[src/source/memMapPkg.sv]
package memMapPkg;

	// Data word and byte lane geometry.
	localparam int wordWidth = 32;
	localparam int laneCount = 4;
	localparam int laneWidth = wordWidth / laneCount;

	// Bits of a byte address that pick the lane inside a word.
	localparam int offsetBits = $clog2(laneCount);

	localparam int wordAddrBits = wordWidth - offsetBits;

	// Word number in the high bits, byte lane in the low bits.
	typedef struct packed {
		logic [wordAddrBits-1:0] wordAddr;
		logic [offsetBits-1:0] byteOffset;
	} splitAddr_t;

	// One byte address, seen either as a flat number or split into word and lane.
	typedef union packed {
		logic [wordWidth-1:0] raw;
		splitAddr_t split;
	} byteAddr_u;

endpackage

[src/source/memAccessPkg.sv]
package memAccessPkg;

	// Access size as carried in the upper two bits of the mode.
	typedef enum logic [1:0] {
		sizeWord = 2'd0,
		sizeHalf = 2'd1,
		sizeByte = 2'd2,
		sizeNone = 2'd3 // Stores nothing and loads a full word.
	} accessSize_t;

	// Three bit access mode.
	// The low bit chooses zero extension over sign extension on loads.
	typedef struct packed {
		accessSize_t size;
		logic zeroExtend;
	} accessMode_t;

	// Everything the store side needs in one bundle.
	typedef struct packed {
		logic writeEnable;
		accessMode_t mode;
		memMapPkg::byteAddr_u addr;
		logic [memMapPkg::wordWidth-1:0] data;
	} storeReq_t;

endpackage

[src/source/storeAligner.sv]
`timescale 1ns/1ps

module storeAligner (
	input memAccessPkg::storeReq_t req,
	output logic [memMapPkg::laneCount-1:0] byteEnable,
	output logic [memMapPkg::wordWidth-1:0] laneData,
	output logic [memMapPkg::wordAddrBits-1:0] wordIndex
);

	localparam int laneCount = memMapPkg::laneCount;
	localparam int laneWidth = memMapPkg::laneWidth;
	localparam int halfWidth = 2 * laneWidth;
	localparam int halfLanes = laneCount / 2;

	// Enable patterns for the lowest lane and the low halfword.
	localparam logic [laneCount-1:0] firstLane = 1;
	localparam logic [laneCount-1:0] lowHalfLanes = {halfLanes{1'b1}};

	logic [memMapPkg::offsetBits-1:0] byteOffset;
	logic [laneCount-1:0] laneMask;
	logic storeActive;

	assign byteOffset = req.addr.split.byteOffset;
	assign wordIndex = req.addr.split.wordAddr; // Word number goes to the memory untouched.

	// Size 3 is a no-op store.
	assign storeActive = req.writeEnable && (req.mode.size != memAccessPkg::sizeNone);

	// Lane selection and data replication by access size.
	always_comb begin
		laneMask = '0;
		laneData = req.data;
		case (req.mode.size)
			memAccessPkg::sizeWord: begin
				laneMask = '1;
			end
			memAccessPkg::sizeHalf: begin
				// Offset bit 1 picks the upper or lower halfword; bit 0 is ignored.
				laneData = {2{req.data[halfWidth-1:0]}};
				if (byteOffset[1]) begin
					laneMask = lowHalfLanes << halfLanes;
				end else begin
					laneMask = lowHalfLanes;
				end
			end
			memAccessPkg::sizeByte: begin
				laneData = {laneCount{req.data[laneWidth-1:0]}};
				laneMask = firstLane << byteOffset;
			end
			default: begin
				laneMask = '0;
			end
		endcase
	end

	// Nothing reaches the memory unless a real store is requested.
	assign byteEnable = storeActive ? laneMask : '0;

endmodule

[config.mk]
export PLATFORM = sky130hd
export DESIGN_NAME = storeAligner
export DESIGN_NICKNAME = d
export VERILOG_FILES = /design/src/source/memMapPkg.sv /design/src/source/memAccessPkg.sv /design/src/source/storeAligner.sv
export SDC_FILE = /design/constraint.sdc
export NUM_CORES = 1
export LEC_CHECK = 0
export ABC_AREA = 1
export ABC_CLOCK_PERIOD_IN_PS = 800
export BUFFER_PORTS_ARGS = -buffer_cell sky130_fd_sc_hd__buf_2
export CORE_MARGIN = 2
export CORE_UTILIZATION = 27
export DETAILED_ROUTE_END_ITERATION = 10
export GPL_TIMING_DRIVEN = 0
export PLACE_DENSITY = 0.87
export SYNTH_ARGS = -nofsm -noshare
export SYNTH_HDL_FRONTEND = slang
export SYNTH_SLANG_ARGS = --single-unit
[constraint.sdc]
create_clock -name vclk -period 0.8
set_input_delay 0.04 -clock vclk [all_inputs]
set_output_delay 0.04 -clock vclk [all_outputs]
set_load 0.02 [all_outputs]
Word level (Yosys, flattened, before mapping)
Cells that the tools add are included.
{ "word_totals": {"reg_bits": 0, "out_inout_bits": 66, "elab_cells": 10} }
{ "classes": {"n_eq_ne": 3, "n_shift": 1, "muxes": 4, "reduce_logical": 2} }
{ "op_table": {"columns": ["operator", "count"], "rows": [
  ["32-bit one-hot mux with 2 select lines", 1],
  ["4-bit one-hot mux with 3 select lines", 1],
  ["4-bit two-way mux", 2],
  ["1-bit by 2-bit left shift with 4-bit output, first input constant", 1],
  ["2-bit by 1-bit == test with 1-bit output, second input constant", 1],
  ["2-bit == test, second input constant", 1],
  ["2-bit zero test", 1],
  ["2-bit != test, second input constant", 1],
  ["1-bit logical AND", 1]
]} }

Longest topological paths before layout
{ "depth": {"depth_word": 3, "ltp_mapped": 7, "ltp_nobuf": 6} }

Worst setup path before layout
No wires, ideal clock.
{ "synth_timing": {"path_type": "input -> output", "startpoint": "input port req[65] (netlist name)", "endpoint": "output port laneData[16] (netlist name)", "arrival_ps": 980, "t_required_ps": 760, "path_slack_ps": -220, "path_stages": 7, "n_path_buf": 2, "cell_sequence": "inv_1 ha_1 buf_4 inv_4 buf_4 nand2_1 o21ai_1"} }
{ "synth_between": {"elab_chain_cells": 2} }
{ "synth_rtl": {"columns": ["element", "line", "text"], "rows": [
  ["start: declaration", "storeAligner.sv:4", "input memAccessPkg::storeReq_t req,"],
  ["2-bit == test or 2-bit by 1-bit == test with 1-bit output (tied branches)", "storeAligner.sv:33", "case (req.mode.size)"],
  ["32-bit one-hot mux with 2 select lines *", "storeAligner.sv:33", null],
  ["end: declaration", "storeAligner.sv:6", "output logic [memMapPkg::wordWidth-1:0] laneData,"]
]} }
Every way passes the cells marked *; elsewhere a longest branch is shown, timed or not.

Final worst setup path
{ "layout_timing": {"startpoint": "input port req[65] (netlist name)", "endpoint": "output port laneData[29] (netlist name)"} }
Same word-level chain as after synthesis.

==> key figures <==
STA
  – Least-Margin Pin Slew: 218 ps
  – Setup-failing EPs final: 28
  – Worst Hold Slack: 297 ps
  – Hold Vio Cnt, Final: 0
  – Highest clock rate: 0.971 GHz
  – Sum Neg Setup Slack: -5370 ps
  – Tmin final: 1030 ps
  – Unrepaired setup endpoints after global routing: yes
  – Setup ws final: -230 ps
  – Fin crit share: 129%
  – Pins over their slew limit: 0
  – Slew headroom: a little under nine tenths

Cells and area
  – Multi-input logic area: 734 um2
  – Fin nets: around 340
  – Seq_cells: 0
  – Final-layout fill cell count: 234
  – Number of antenna diodes: 0
  – Clk_buf instances: 0
  – Fraction of final layout cells sized beyond drive strength 1: between 70% and 80%
  – Sequential Area: 0 um2
  – Synthesis-to-finish area growth: 139%

Synth
  – Top-area cell type share of the netlist area: about two fifths
  – Synth Cell Area: approximately 820 um2
  – Area leader, netlist: buf_4
  – Dominant cells by area after synthesis: buf_4 40%, nand2_1 35%, inv_1 6.4%
  – Synthesized Nets: 231
  – Average size of a mapped cell: between 5 and 6 um2
  – Post-synthesis cell count: 159
  – Yosys cell types: 10
  – Synthesis Warnings: 0
  – Post-synthesis sequential area ratio: 0%

Detailed routing
  – DR WL/cell: 10.8 um
  – Final WL: 3240 um
  – DR iter-0 viols: 68
  – Vias post-DR: 1300
  – Pre-antenna DRT Iters: 4
  – Vias per cell: 4.33
  – Antenna Nets Post-Route: 0
  – Post-route DRC violation count: 0

Placement
  – Gpl congestion: 0.699
  – IO Port Bufs: ~100
  – Hpwl dp: 2570 um
  – Pre-CTS WS: -468 ps

Setup path
  – CP Launch Type: primary input
  – Crit Path Category: in2out
  – WP data arrival: 990 ps
  – Top delay family on crit path: buffers and inverters
  – CP Capture Point: laneData[29]
  – Crit end category: output pin
  – CP cell instances: buf_12 > inv_12 > ha_4 > inv_4 > buf_12 > nand2_1 > nand2_2 > buf_4
  – CP max FO: 10
  – CP Depth: 8
  – Setup crit start: req[65]
  – Most used cell along the critical path: buf_12
  – WP buf/inv: 5
  – Worst path max stage delay: 310 ps
  – Worst path slowest cell: ha_4
  – Req. time, crit path: 760 ps

Floorplanning
  – Io pins: roughly 130
  – Initial core utilization: 29.1%
  – Rows: 19
  – Die area: between 0.003 and 0.004 mm2
  – Core ar.: 0.00281 mm2
  – Die Y: approximately 60 um
  – Die width: 59.0 um

Pwr
  – Peak supply drop: between 0.4 and 0.5 mV
  – Cell Pwr Density: 829 mW/mm2
  – P_leak: ~1.1 nW

Global route
  – First-pass GRT wire length: between 4000 and 5000 um
  – Largest net degree at the start of global routing: 11
  – Tot GR Track Use: 15.7%
  – Grt ovf: 0
  – Vias in the first global route: 1166
  – Initial antenna violation count: 0

Run status
  – Status: finished with violations
  – Failing checks: setup timing

Job
  – Max-capacitance violation count: 0

Hold path
  – Hold depth: 2
  – HP Class: in2out
## placed cells by master (no fill, tap or decap), drive strengths merged
cell type  instances
buf              152
nor2               6
a21oi              3
ha                 4
inv               15
nand2             77
nand3              2
clkbuf             1
o21ai              9
## metrics by stage
stage                     util, %  cell area, um2  instances  total power (W)
after floorplan                 -            1070        159         0.000926
after global placement       57.9            1620        293          0.00131
after detailed placement     57.9            1620        293          0.00133
after CTS                    65.2            1830        298          0.00152
after global routing         69.7            1960        300          0.00172
final                        69.7            1960        300          0.00162
## metal layers
| layer | vias to the layer above | wire length (um) | global-route usage [%] |
|---|---|---|---|
| met4 | 0 | 18 | 2.60 |
| met1 | 566 | 1090 | 14.9 |
| met2 | 75 | 1820 | 35.2 |
| met3 | 2 | 311 | 1.09 |
| li1 | 657 | - | - |
| met5 | - | 0 | 0 |
## kinds of logic (layout without fill, tap and decap cells)
logic type	Yosys count	in the layout	share of synthesized area [%]
AO/OA/AOI/OAI	12	12	7.81
adder cells (fa/ha/maj)	4	4	6.13
buffers and inverters	58	168	46.7
AND/OR/NAND/NOR	85	85	39.4
## synthesized netlist by cell type
cell type / n
nand2_1: 77
o21ai_1: 8
buf_4: 43
o21ai_2: 1
ha_1: 4
a21oi_1: 3
nand3_1: 2
inv_1: 14
nor2_1: 6
inv_4: 1
## power breakdown
group          switching [W]  internal (W)  leakage (nW)
logic               0.000850      0.000771          1.14
clock network              0             0             0
registers                  0             0             0
total               0.000850      0.000771          1.14
## how the worst min path moves through the flow
| stage | startpoint | end |
|---|---|---|
| after floorplan | req[13] | laneData[13] |
| after global placement | req[58] | wordIndex[24] |
| after detailed placement | req[50] | wordIndex[16] |
| after CTS | req[50] | wordIndex[16] |
| after global routing | req[49] | wordIndex[15] |
| final | req[46] | wordIndex[12] |
## layout make-up
class / instances / area share (%)
multi-input cells: 101 / 37.6
repair buffers: 111 / 38.5
inverters: 15 / 4.03
well taps: 31 / 1.98
plain buffers: 42 / 17.9
## timing repair
action                     CTS  global route
gates cloned                 0             1
gates resized for setup     47            29
pin swaps                    4             6
setup buffers                6             1
hold buffers                 0             0
setup endpoints to repair   28            28
hold endpoints to repair     0             0
Power figures use the tool's default switching activity.
