### config.mk
export PLATFORM = sky130hd
export DESIGN_NAME = loadExtractor
export DESIGN_NICKNAME = d
export VERILOG_FILES = /design/src/source/memMapPkg.sv /design/src/source/memAccessPkg.sv /design/src/source/loadExtractor.sv
export SDC_FILE = /design/constraint.sdc
export NUM_CORES = 1
export LEC_CHECK = 0
export BUFFER_PORTS_ARGS = -buffer_cell sky130_fd_sc_hd__buf_2
export CELL_PAD_IN_SITES_DETAIL_PLACEMENT = 1
export CELL_PAD_IN_SITES_GLOBAL_PLACEMENT = 2
export CORE_AREA = 2 2 71 67
export DETAILED_ROUTE_END_ITERATION = 10
export DIE_AREA = 0 0 73 69
export PLACE_DENSITY_LB_ADDON = 0.1
export RECOVER_POWER = 50
export SETUP_SLACK_MARGIN = 0.1
export SKIP_LAST_GASP = 1
export SLEW_MARGIN = 20
export SYNTH_ARGS = -nofsm -noshare
export SYNTH_HDL_FRONTEND = slang
export SYNTH_SLANG_ARGS = --single-unit
### constraint.sdc
create_clock -name vclk -period 1.9
set_input_delay 0.19 -clock vclk [all_inputs]
set_output_delay 0.19 -clock vclk [all_outputs]
set_load 0.02 [all_outputs]
### src/source/memMapPkg.sv
package memMapPkg;

	// Data word and byte lane geometry.
	localparam int wordWidth = 32;
	localparam int laneCount = 4;
	localparam int laneWidth = wordWidth / laneCount;

	// Bits of a byte address that pick the lane inside a word.
	localparam int offsetBits = $clog2(laneCount);

	localparam int wordAddrBits = wordWidth - offsetBits;

	// Word number in the high bits, byte lane in the low bits.
	typedef struct packed {
		logic [wordAddrBits-1:0] wordAddr;
		logic [offsetBits-1:0] byteOffset;
	} splitAddr_t;

	// One byte address, seen either as a flat number or split into word and lane.
	typedef union packed {
		logic [wordWidth-1:0] raw;
		splitAddr_t split;
	} byteAddr_u;

endpackage

### src/source/memAccessPkg.sv
package memAccessPkg;

	// Access size as carried in the upper two bits of the mode.
	typedef enum logic [1:0] {
		sizeWord = 2'd0,
		sizeHalf = 2'd1,
		sizeByte = 2'd2,
		sizeNone = 2'd3 // Stores nothing and loads a full word.
	} accessSize_t;

	// Three bit access mode.
	// The low bit chooses zero extension over sign extension on loads.
	typedef struct packed {
		accessSize_t size;
		logic zeroExtend;
	} accessMode_t;

	// Everything the store side needs in one bundle.
	typedef struct packed {
		logic writeEnable;
		accessMode_t mode;
		memMapPkg::byteAddr_u addr;
		logic [memMapPkg::wordWidth-1:0] data;
	} storeReq_t;

endpackage

### src/source/loadExtractor.sv
`timescale 1ns/1ps

module loadExtractor (
	input logic [memMapPkg::wordWidth-1:0] memWord,
	input memAccessPkg::accessMode_t mode,
	input logic [memMapPkg::offsetBits-1:0] byteOffset,
	output logic [memMapPkg::wordWidth-1:0] readData
);

	localparam int wordWidth = memMapPkg::wordWidth;
	localparam int laneWidth = memMapPkg::laneWidth;
	localparam int halfWidth = 2 * laneWidth;

	logic [halfWidth-1:0] pickedHalf;
	logic [laneWidth-1:0] pickedByte;
	logic halfFill;
	logic byteFill;

	// Halfword by offset bit 1, byte by the full offset.
	assign pickedHalf = byteOffset[1] ? memWord[wordWidth-1:halfWidth] : memWord[halfWidth-1:0];
	assign pickedByte = memWord[int'(byteOffset)*laneWidth +: laneWidth];

	// The fill bit is the top bit of the picked value unless zero extension is asked for.
	assign halfFill = pickedHalf[halfWidth-1] & ~mode.zeroExtend;
	assign byteFill = pickedByte[laneWidth-1] & ~mode.zeroExtend;

	always_comb begin
		case (mode.size)
			memAccessPkg::sizeHalf: begin
				readData = {{(wordWidth-halfWidth){halfFill}}, pickedHalf};
			end
			memAccessPkg::sizeByte: begin
				readData = {{(wordWidth-laneWidth){byteFill}}, pickedByte};
			end
			default: begin
				// Word loads and size 3 both return the stored word as is.
				readData = memWord;
			end
		endcase
	end

endmodule

=== Word-level counts from Yosys, hierarchy flattened ===
Cells that the tools add are included.
W data, S select, Z words.

* Flip-flop bits (word level): 0
* Input bits: 37
* Output and inout bits: 32
* Word-level logic and storage cells: 8

* Eq/ne operators: 2
* Shifts and indexed selects: 1
* Multiplexer cells: 2
* Bitwise logic cells: 3

{| class="wikitable"
|+ Operators with widths
! operator !! number
|-
| $pmux W32 S2 || 1
|-
| $shiftx A32 B6 Y8 || 1
|-
| $mux W16 || 1
|-
| $and A1 B1 Y1 || 2
|-
| $eq A2 B1 Y1 const B || 1
|-
| $eq A2 B2 Y1 const B || 1
|-
| $not A1 Y1 || 1
|}

=== Logic depth before layout (Yosys ltp) ===
Gate-level depths: netlist of run 1.

* Depth in word-level cells: 3
* Gate-level depth with buffers: 8
* Mapped depth without buffers: 6

=== Worst setup path after synthesis of run 1 ===
Ideal clock, no wire load.

* Path type: input to output
* Start point: input mode[1] in the netlist's numbering
* End point: output readData[10] in the netlist's numbering
* Arrival time: 1.389 ns
* Data required time: 1.710 ns
* Path slack: 0.321 ns
* Stages: 6
* Buffers on the path: 2
* Cell sequence: inv_1 > ha_1 > clkbuf_1 > clkbuf_1 > a21oi_1 > a21oi_1

* Word-level cells in the longest chain between the ends: 2
* Elaborated cells between the ends (all ways): 3
* Those cells by class: eq/ne (2); mux (1)

{| class="wikitable"
|+ RTL lines
! what !! RTL line !! source
|-
| start: declaration || loadExtractor.sv:5 || <nowiki>input memAccessPkg::accessMode_t mode,</nowiki>
|-
| $eq A2 B2 Y1 or $eq A2 B1 Y1 (tied branches) || loadExtractor.sv:28 || <nowiki>case (mode.size)</nowiki>
|-
| $pmux W32 S2 * || loadExtractor.sv:28 ||
|-
| end: declaration || loadExtractor.sv:7 || <nowiki>output logic [memMapPkg::wordWidth-1:0] readData</nowiki>
|}

Mark *: on every way between the ends. The rest lies on a longest branch, timed or not.

=== Worst setup path in the final report of run 1 ===
* Start point: input mode[1] in the netlist's numbering
* End point: output readData[22] in the netlist's numbering

Same word-level chain as after synthesis.

==> results.json, run 1 <==
{
  "outcome": "completed",
  "p_leak_nw": 0.607,
  "nets": 212,
  "hold_violations": 0,
  "synth_fa_ha_area_share_pct": 3.77,
  "finalWirelength_mm": 3.12,
  "arrival_ns": 1.54,
  "finalCritPeriodShare_pct": 91.1,
  "finalSetupViolCount": 0,
  "finalPower_mw": 0.415,
  "dpl.hpwl_mm": 2.57,
  "syn_inst": 107,
  "clock_buffers": 0,
  "worst_slack_ns": 0.170,
  "buffer_ports.inserted": 69,
  "timing.fmax_ghz": 0.578,
  "diodes": 0,
  "cp.required_ns": 1.71,
  "grt_start_max_net_pins": 19,
  "die_y_um": 69,
  "grt_setup_unrepaired": "false",
  "via_per_inst": 4.49,
  "synthToLayoutAreaGrowth_pct": 60.6,
  "crit_buf_inv": 3,
  "tightest_slew_ns": 0.320,
  "synth_simple_gate_area_share_pct": 29.6,
  "yosys.area_share.xor_xnor_pct": 0,
  "endpoint": "readData[22]",
  "p_int_mw": 0.162,
  "crit_chain": "buf_2 > inv_1 > ha_1 > nor2b_1 > nand2_1 > a211o_4 > nand2_1 > buf_2",
  "ys_seq_area_share_pct": 0,
  "synthMuxAreaShare_pct": 15.8,
  "drtIter0Drc": 34,
  "wire_per_inst_um": 14.1,
  "register_area_um2": 0,
  "gp_congestion": 0.687,
  "drv_slew": 0,
  "grt_pass1_wl_mm": 4.76,
  "die_w_um": 73,
  "combPwrFrac_pct": 100.0,
  "die-area_mm2": 0.00504,
  "dp_slack_ns": 0.149,
  "io-pin-count": 69,
  "max_slew_margin_pct": 78.7,
  "syn_nets": 146,
  "power_frac_clock_pct": 0,
  "core_mm2": 0.00429,
  "synthDistinctLibCells": 19,
  "start_util_pct": 15.5,
  "synth-warning-count": 0,
  "timing_worst_setup_path_type": "primary input to output port",
  "rows": 23,
  "cpPeakStageDelay_ns": 0.44,
  "cp_slowest_cell": "a211o_4",
  "crit_family": "compound AO/OA/AOI/OAI gates",
  "path_max_fanout": 16,
  "synth_top_family_by_area": "compound AO/OA/AOI/OAI gates",
  "firstDrtPassIters": 4,
  "crit_path_end_kind": "output port",
  "hold_buffers": 0,
  "critPathLaunchType": "primary input",
  "track_usage_pct": 11.4,
  "synth-compound-area-share_pct": 39.8,
  "drive_above_1_share_pct": 50.3,
  "hp-class": "primary input to output port",
  "netSwitchingPower_mw": 0.254,
  "grt_pass1_vias": 923,
  "remaining_drc_errors": 0,
  "setup_tns_ns": 0,
  "seq_cells": 0,
  "power.density_mw_per_mm2": 390,
  "cap_violations": 0,
  "p_sw_share_pct": 61.0,
  "grt-ovfl-total": 0,
  "cp_num_cells": 8,
  "final_common_cell": "buf_2",
  "vdd.ir_drop.worst_v": 0.0000962,
  "min_period_ns": 1.73,
  "ant_nets": 0,
  "syn_area_um2": 663,
  "avgSynthCellArea_um2": 6.20,
  "p_seq_share_pct": 0,
  "final_cell_mix": "buf_2 (60), nand2_1 (34), a21oi_1 (17), nor2b_1 (9)",
  "startpoint": "mode[1]",
  "via_count": 993,
  "antenna_found_initial": 0
}
[power by group through the flow]
stage | combinational, mW | clock (mW) | sequential, mW
global route | 0.453 | 0 | 0
floorplan | 0.260 | 0 | 0
detailed placement | 0.418 | 0 | 0
CTS | 0.420 | 0 | 0
finish | 0.415 | 0 | 0
global placement | 0.418 | 0 | 0
[Yosys cell counts]
| library cell | count | area, um2 |
|---|---|---|
| a211o_4 | 1 | 17.5 |
| mux2_4 | 1 | 15.0 |
| or2_1 | 1 | 6.26 |
| nor2b_1 | 9 | 56.3 |
| o2bb2ai_1 | 7 | 61.3 |
| inv_1 | 3 | 11.3 |
| o211ai_1 | 1 | 7.51 |
| buf_2 | 4 | 20.0 |
| a32oi_1 | 7 | 61.3 |
| and2_1 | 1 | 6.26 |
| clkbuf_1 | 5 | 18.8 |
| mux2_1 | 1 | 11.3 |
| o21ai_2 | 1 | 8.76 |
| nand2_1 | 34 | 128 |
| a21o_1 | 3 | 22.5 |
| ha_1 | 2 | 25.0 |
| mux2_2 | 7 | 78.8 |
| buf_6 | 2 | 22.5 |
| a21oi_1 | 17 | 85.1 |
[how the worst min path moves through the flow]
stage / start / to / slack (ns) / depth (start not counted)
floorplan: memWord[20] / readData[20] / 0.55 / 2
global placement: memWord[31] / readData[31] / 0.71 / 4
detailed placement: memWord[5] / readData[5] / 0.71 / 3
CTS: memWord[5] / readData[5] / 0.71 / 3
global route: memWord[5] / readData[5] / 0.72 / 3
finish: memWord[6] / readData[6] / 0.70 / 3
[metal layers]
layer	vias up	wire, um	GRT usage [%]
met5	-	0	0
met4	0	0	0
met3	0	216	1.46
met2	43	1320	16.9
met1	442	1580	18.4
li1	508	-	-
[layout make-up]
type / instances / area, um2
Fill cell: 564 / 3220
Inverter: 3 / 11.3
Multi-Input combinational cell: 93 / 599
Tap cell: 50 / 62.6
Timing Repair Buffer: 75 / 392
[per-stage QoR]
stage | cells | hold WS, ns | util (%) | area, um2
after global placement | 221 | 0.712 | 24.6 | 1050
after CTS | 221 | 0.711 | 24.6 | 1050
after global routing | 221 | 0.717 | 24.8 | 1060
after detailed placement | 221 | 0.709 | 24.6 | 1050
after floorplan | 107 | 0.546 | - | 663
final | 221 | 0.701 | 24.8 | 1060
[cells by family (layout without fill, tap and decap cells)]
kind of cell	count (synthesis)	after routing
simple gates	45	45
compound gates	37	37
buf+inv	14	78
mux	9	9
fa+ha+maj	2	2
[timing repair]
item,in CTS,in global routing
setup endpoints to repair,0,6
setup buffers,0,0
resized for setup,0,4
(Power assumes the default switching activity.)
==> run 2, diff against run 1 <==
SETUP_SLACK_MARGIN = 0.4   (was 0.1)
==> results.json, run 2 (synthesized netlist as in run 1, its figures left out) <==
{
  "die-area_mm2": 0.00504,
  "io-pin-count": 69,
  "final_util_pct": 30.5,
  "path_max_fanout": 8,
  "setup_tns_ns": 0,
  "via_count": 1060,
  "buffer_ports.inserted": 69,
  "hold_path_startpoint": "memWord[5]",
  "p_leak_nw": 0.624,
  "min_period_ns": 1.69,
  "met1_length_mm": 1.51,
  "hold_violations": 0,
  "diodes": 0,
  "drive_above_1_share_pct": 63.8,
  "finalWirelength_mm": 3.45,
  "vdd.ir_drop.worst_v": 0.000121,
  "die_y_um": 69,
  "antenna_found_initial": 0,
  "via_per_inst": 4.73,
  "start_util_pct": 15.5,
  "crit_chain": "buf_8 > inv_4 > ha_4 > and2_4 > o21ai_2 > a211o_1 > nand2_2 > clkbuf_1",
  "power.density_mw_per_mm2": 392,
  "grt_pass1_vias": 1132,
  "synthToLayoutAreaGrowth_pct": 97.4,
  "grt-ovfl-total": 0,
  "grt_pass1_wl_mm": 5.47,
  "cap_violations": 0,
  "drtIter0Drc": 34,
  "outcome": "completed",
  "nFillCells": 530,
  "startpoint": "mode[1]",
  "grt_start_max_net_pins": 21,
  "drv_slew": 0,
  "hp-class": "primary input to output port",
  "clock_buffers": 0,
  "multi_input_area_um2": 749,
  "grt_setup_unrepaired": "true",
  "cp.required_ns": 1.71,
  "wl_met3_um": 214,
  "max_slew_margin_pct": 72.8,
  "remaining_drc_errors": 0,
  "final_common_cell": "buf_2",
  "register_area_um2": 0,
  "tightest_slew_ns": 0.408,
  "cp_slowest_cell": "a211o_1",
  "highest_layer": "met3",
  "die_w_um": 73,
  "firstDrtPassIters": 4,
  "finalCritPeriodShare_pct": 88.9,
  "timing.fmax_ghz": 0.592,
  "cpPeakStageDelay_ns": 0.47,
  "arrival_ns": 1.50,
  "rows": 23,
  "wl_met2_mm": 1.72,
  "crit_path_end_kind": "output port",
  "gp_congestion": 0.733,
  "timing_worst_setup_path_type": "primary input to output port",
  "wire_per_inst_um": 15.4,
  "seq_cells": 0,
  "track_usage_pct": 13.3,
  "final_cell_mix": "buf_2 (41), nand2_1 (23), buf_4 (13)",
  "critPathLaunchType": "primary input",
  "ant_nets": 0,
  "nets": 215,
  "dpl.hpwl_mm": 2.68,
  "core_mm2": 0.00429,
  "finalSetupViolCount": 0
}
==> run 2: changes by cell type in the layout (fill, tap and decap cells not counted), moves of 7 or more <==
cell	previous run	this run
nand2_1	34	23
nand2_2	0	11
buf_2	60	41
a21oi_1	17	9
a21oi_2	0	8
clkbuf_2	7	0
buf_6	0	11
o2bb2ai_2	0	7
o2bb2ai_1	7	0
clkbuf_1	1	11
==> run 2: area by class of cell <==
class | instances | share of cell area [%]
multi-input combinational | 94 | 57.3
tap | 50 | 4.78
timing repair buffer | 77 | 36.9
inverter | 3 | 1.05
==> run 2: final timing paths <==
check,depth (start not counted),slack (ns),end
worst max-delay path,8,0.21,readData[26]
worst min-delay path,3,0.68,readData[5]
==> run 2: repair_timing <==
item,4_1_cts,5_1_grt
hold buffers,0,0
pin swaps,9,6
gates cloned,1,0
resized for setup,31,20
buffers inserted,1,1
setup endpoints to repair,32,32
==> run 2: stage by stage <==
stage                     setup slack [ns]  hold WS, ns  total power [mW]  cell area [um2]  cells
after detailed placement            0.0705        0.708             0.462             1170    221
after floorplan                      0.361        0.506             0.307              790    107
after global routing                 0.130        0.690             0.554             1310    224
final                                0.210        0.682             0.513             1310    224
after CTS                            0.240        0.680             0.517             1310    223
after global placement              0.0923        0.710             0.458             1170    221
==> run 2: report_power, final <==
| part | leakage, nW | switching, mW | total (mW) | internal (mW) |
|---|---|---|---|---|
| logic | 0.624 | 0.291 | 0.513 | 0.222 |
| clock network | 0 | 0 | 0 | 0 |
| registers | 0 | 0 | 0 | 0 |
==> run 2: worst max-delay path: cells and delay by family <==
kind	cells	cell delay, ns
buffers and inverters	3	0.37
adder cells (fa/ha/maj)	1	0.12
AO/OA/AOI/OAI	2	0.55
AND/OR/NAND/NOR	2	0.25
==> run 2: layer usage <==
metal / vias to the layer above / track usage (%)
met4: 0 / 0
met5: - / 0
met3: 0 / 1.32
met2: 45 / 23.8
met1: 498 / 18.1
li1: 517 / -
==> run 3, diff against run 2 <==
MAX_ROUTING_LAYER = met4   (was default)
SKIP_LAST_GASP = default   (was 1)
clock period = 1.6 ns   (was 1.9 ns; I/O delays follow)
==> results.json, run 3 (synthesized netlist as in run 1, its figures left out) <==
{
  "outcome": "completed",
  "min_period_ns": 1.58,
  "seq_cells": 0,
  "cpPeakStageDelay_ns": 0.25,
  "grt_setup_unrepaired": "true",
  "netSwitchingPower_mw": 0.415,
  "setup_tns_ns": 0,
  "hold_slack_ns": 0.632,
  "grt_pass1_wl_mm": 5.91,
  "via_per_inst": 4.71,
  "drive_above_1_share_pct": 78.3,
  "hold_buffers": 0,
  "tightest_slew_ns": 0.247,
  "power.density_mw_per_mm2": 457,
  "vdd.ir_drop.worst_v": 0.000191,
  "buffer_ports.inserted": 69,
  "max_slew_margin_pct": 83.6,
  "io-pin-count": 69,
  "grt_start_max_net_pins": 23,
  "antenna_found_initial": 0,
  "rows": 23,
  "die-area_mm2": 0.00504,
  "hold_violations": 0,
  "via_count": 1084,
  "start_util_pct": 15.5,
  "globalRouteMet1Util_pct": 17.2,
  "die_y_um": 69,
  "finalWirelength_mm": 3.60,
  "remaining_drc_errors": 0,
  "p_int_mw": 0.407,
  "finalCritPeriodShare_pct": 98.6,
  "critPathLaunchType": "primary input",
  "track_usage_pct": 14.8,
  "startpoint": "mode[1]",
  "met3_usage_pct": 0.146,
  "nFillCells": 490,
  "path_max_fanout": 5,
  "wire_per_inst_um": 15.7,
  "clock_buffers": 0,
  "place_area_mm2": 0.00139,
  "cap_violations": 0,
  "grt_use_met2_pct": 28.4,
  "grt.busiest_layer": "met2",
  "power_frac_clock_pct": 0,
  "core_mm2": 0.00429,
  "arrival_ns": 1.42,
  "hp-class": "primary input to output port",
  "finalSetupViolCount": 0,
  "nets": 221,
  "cp_slowest_cell": "or2_4",
  "die_w_um": 73,
  "p_leak_nw": 0.797,
  "cp.required_ns": 1.44,
  "multi_input_area_um2": 980,
  "timing_worst_setup_path_type": "primary input to output port",
  "p_sw_share_pct": 50.5,
  "timing.fmax_ghz": 0.634,
  "ant_nets": 0,
  "synthToLayoutAreaGrowth_pct": 172,
  "grt_pass1_vias": 1173,
  "combPwrFrac_pct": 100.0,
  "dpl.hpwl_mm": 2.91,
  "grt-ovfl-total": 0,
  "final_common_cell": "buf_2",
  "final_cell_mix": "buf_2 (35), buf_6 (29), nand2_1 (17), buf_4 (14), nand2_4 (9)",
  "drv_slew": 0,
  "crit_chain": "buf_12 > clkinv_8 > ha_4 > nor2b_4 > or2_4 > buf_12 > a32oi_2 > o2bb2ai_2 > buf_6",
  "firstDrtPassIters": 4,
  "diodes": 0,
  "p_seq_share_pct": 0,
  "drtIter0Drc": 16,
  "finalPower_mw": 0.822,
  "postLayoutCellArea_mm2": 0.00180,
  "hold_path_startpoint": "memWord[4]",
  "crit_path_end_kind": "output port",
  "register_area_um2": 0,
  "gp_congestion": 0.783,
  "cpMostUsedCell": "buf_12"
}
[run 3: cell count changes in the layout (fill, tap and decap cells not counted), moves of 6 or more]
cell      previous run  this run
nand2_4              0         9
nand2_8              0         6
nand2_1             23        17
buf_6               11        29
a21oi_4              0         7
clkbuf_1            11         0
buf_2               41        35
nand2_2             11         2
[run 3: power by group through the flow]
stage / registers (mW) / clock network [mW] / logic (mW)
3_3_place_gp: 0 / 0 / 0.625
5_1_grt: 0 / 0 / 0.874
2_1_floorplan: 0 / 0 / 0.431
4_1_cts: 0 / 0 / 0.806
6_report: 0 / 0 / 0.822
3_5_place_dp: 0 / 0 / 0.635
[run 3: routing by layer]
| metal | wire [um] | vias up |
|---|---|---|
| met5 | 0 | - |
| met4 | 45 | 0 |
| met3 | 116 | 4 |
| met2 | 2040 | 38 |
| met1 | 1410 | 512 |
| li1 | - | 530 |
[run 3: worst paths after layout]
| kind | end | slack, ns | depth (start not counted) |
|---|---|---|---|
| min | readData[4] | 0.63 | 3 |
| max | readData[2] | 0.02 | 9 |
[run 3: stage by stage]
stage,instances,setup slack [ns],util (%)
4_1_cts,230,0.0388,40.6
3_5_place_dp,227,-0.123,32.4
2_1_floorplan,107,0.219,-
5_1_grt,230,-0.0172,42.0
3_3_place_gp,227,-0.0922,32.4
6_report,230,0.0219,42.0
[run 3: repair_timing]
item | in CTS | in global routing
cloned | 1 | 0
setup endpoints to repair | 32 | 32
resized for setup | 86 | 12
buffers inserted | 2 | 0
pin swaps | 19 | 4
[run 3: final cells by class]
type | instances | share of cell area (%)
repair buffers | 84 | 40.8
well taps | 50 | 3.47
multi-input cells | 93 | 54.4
inverters | 3 | 1.32
[run 3: critical path: cells and delay by family]
family | cells | cell delay [ns]
AO/OA/AOI/OAI | 2 | 0.32
adder cells (fa/ha/maj) | 1 | 0.14
buffers and inverters | 4 | 0.41
AND/OR/NAND/NOR | 2 | 0.38
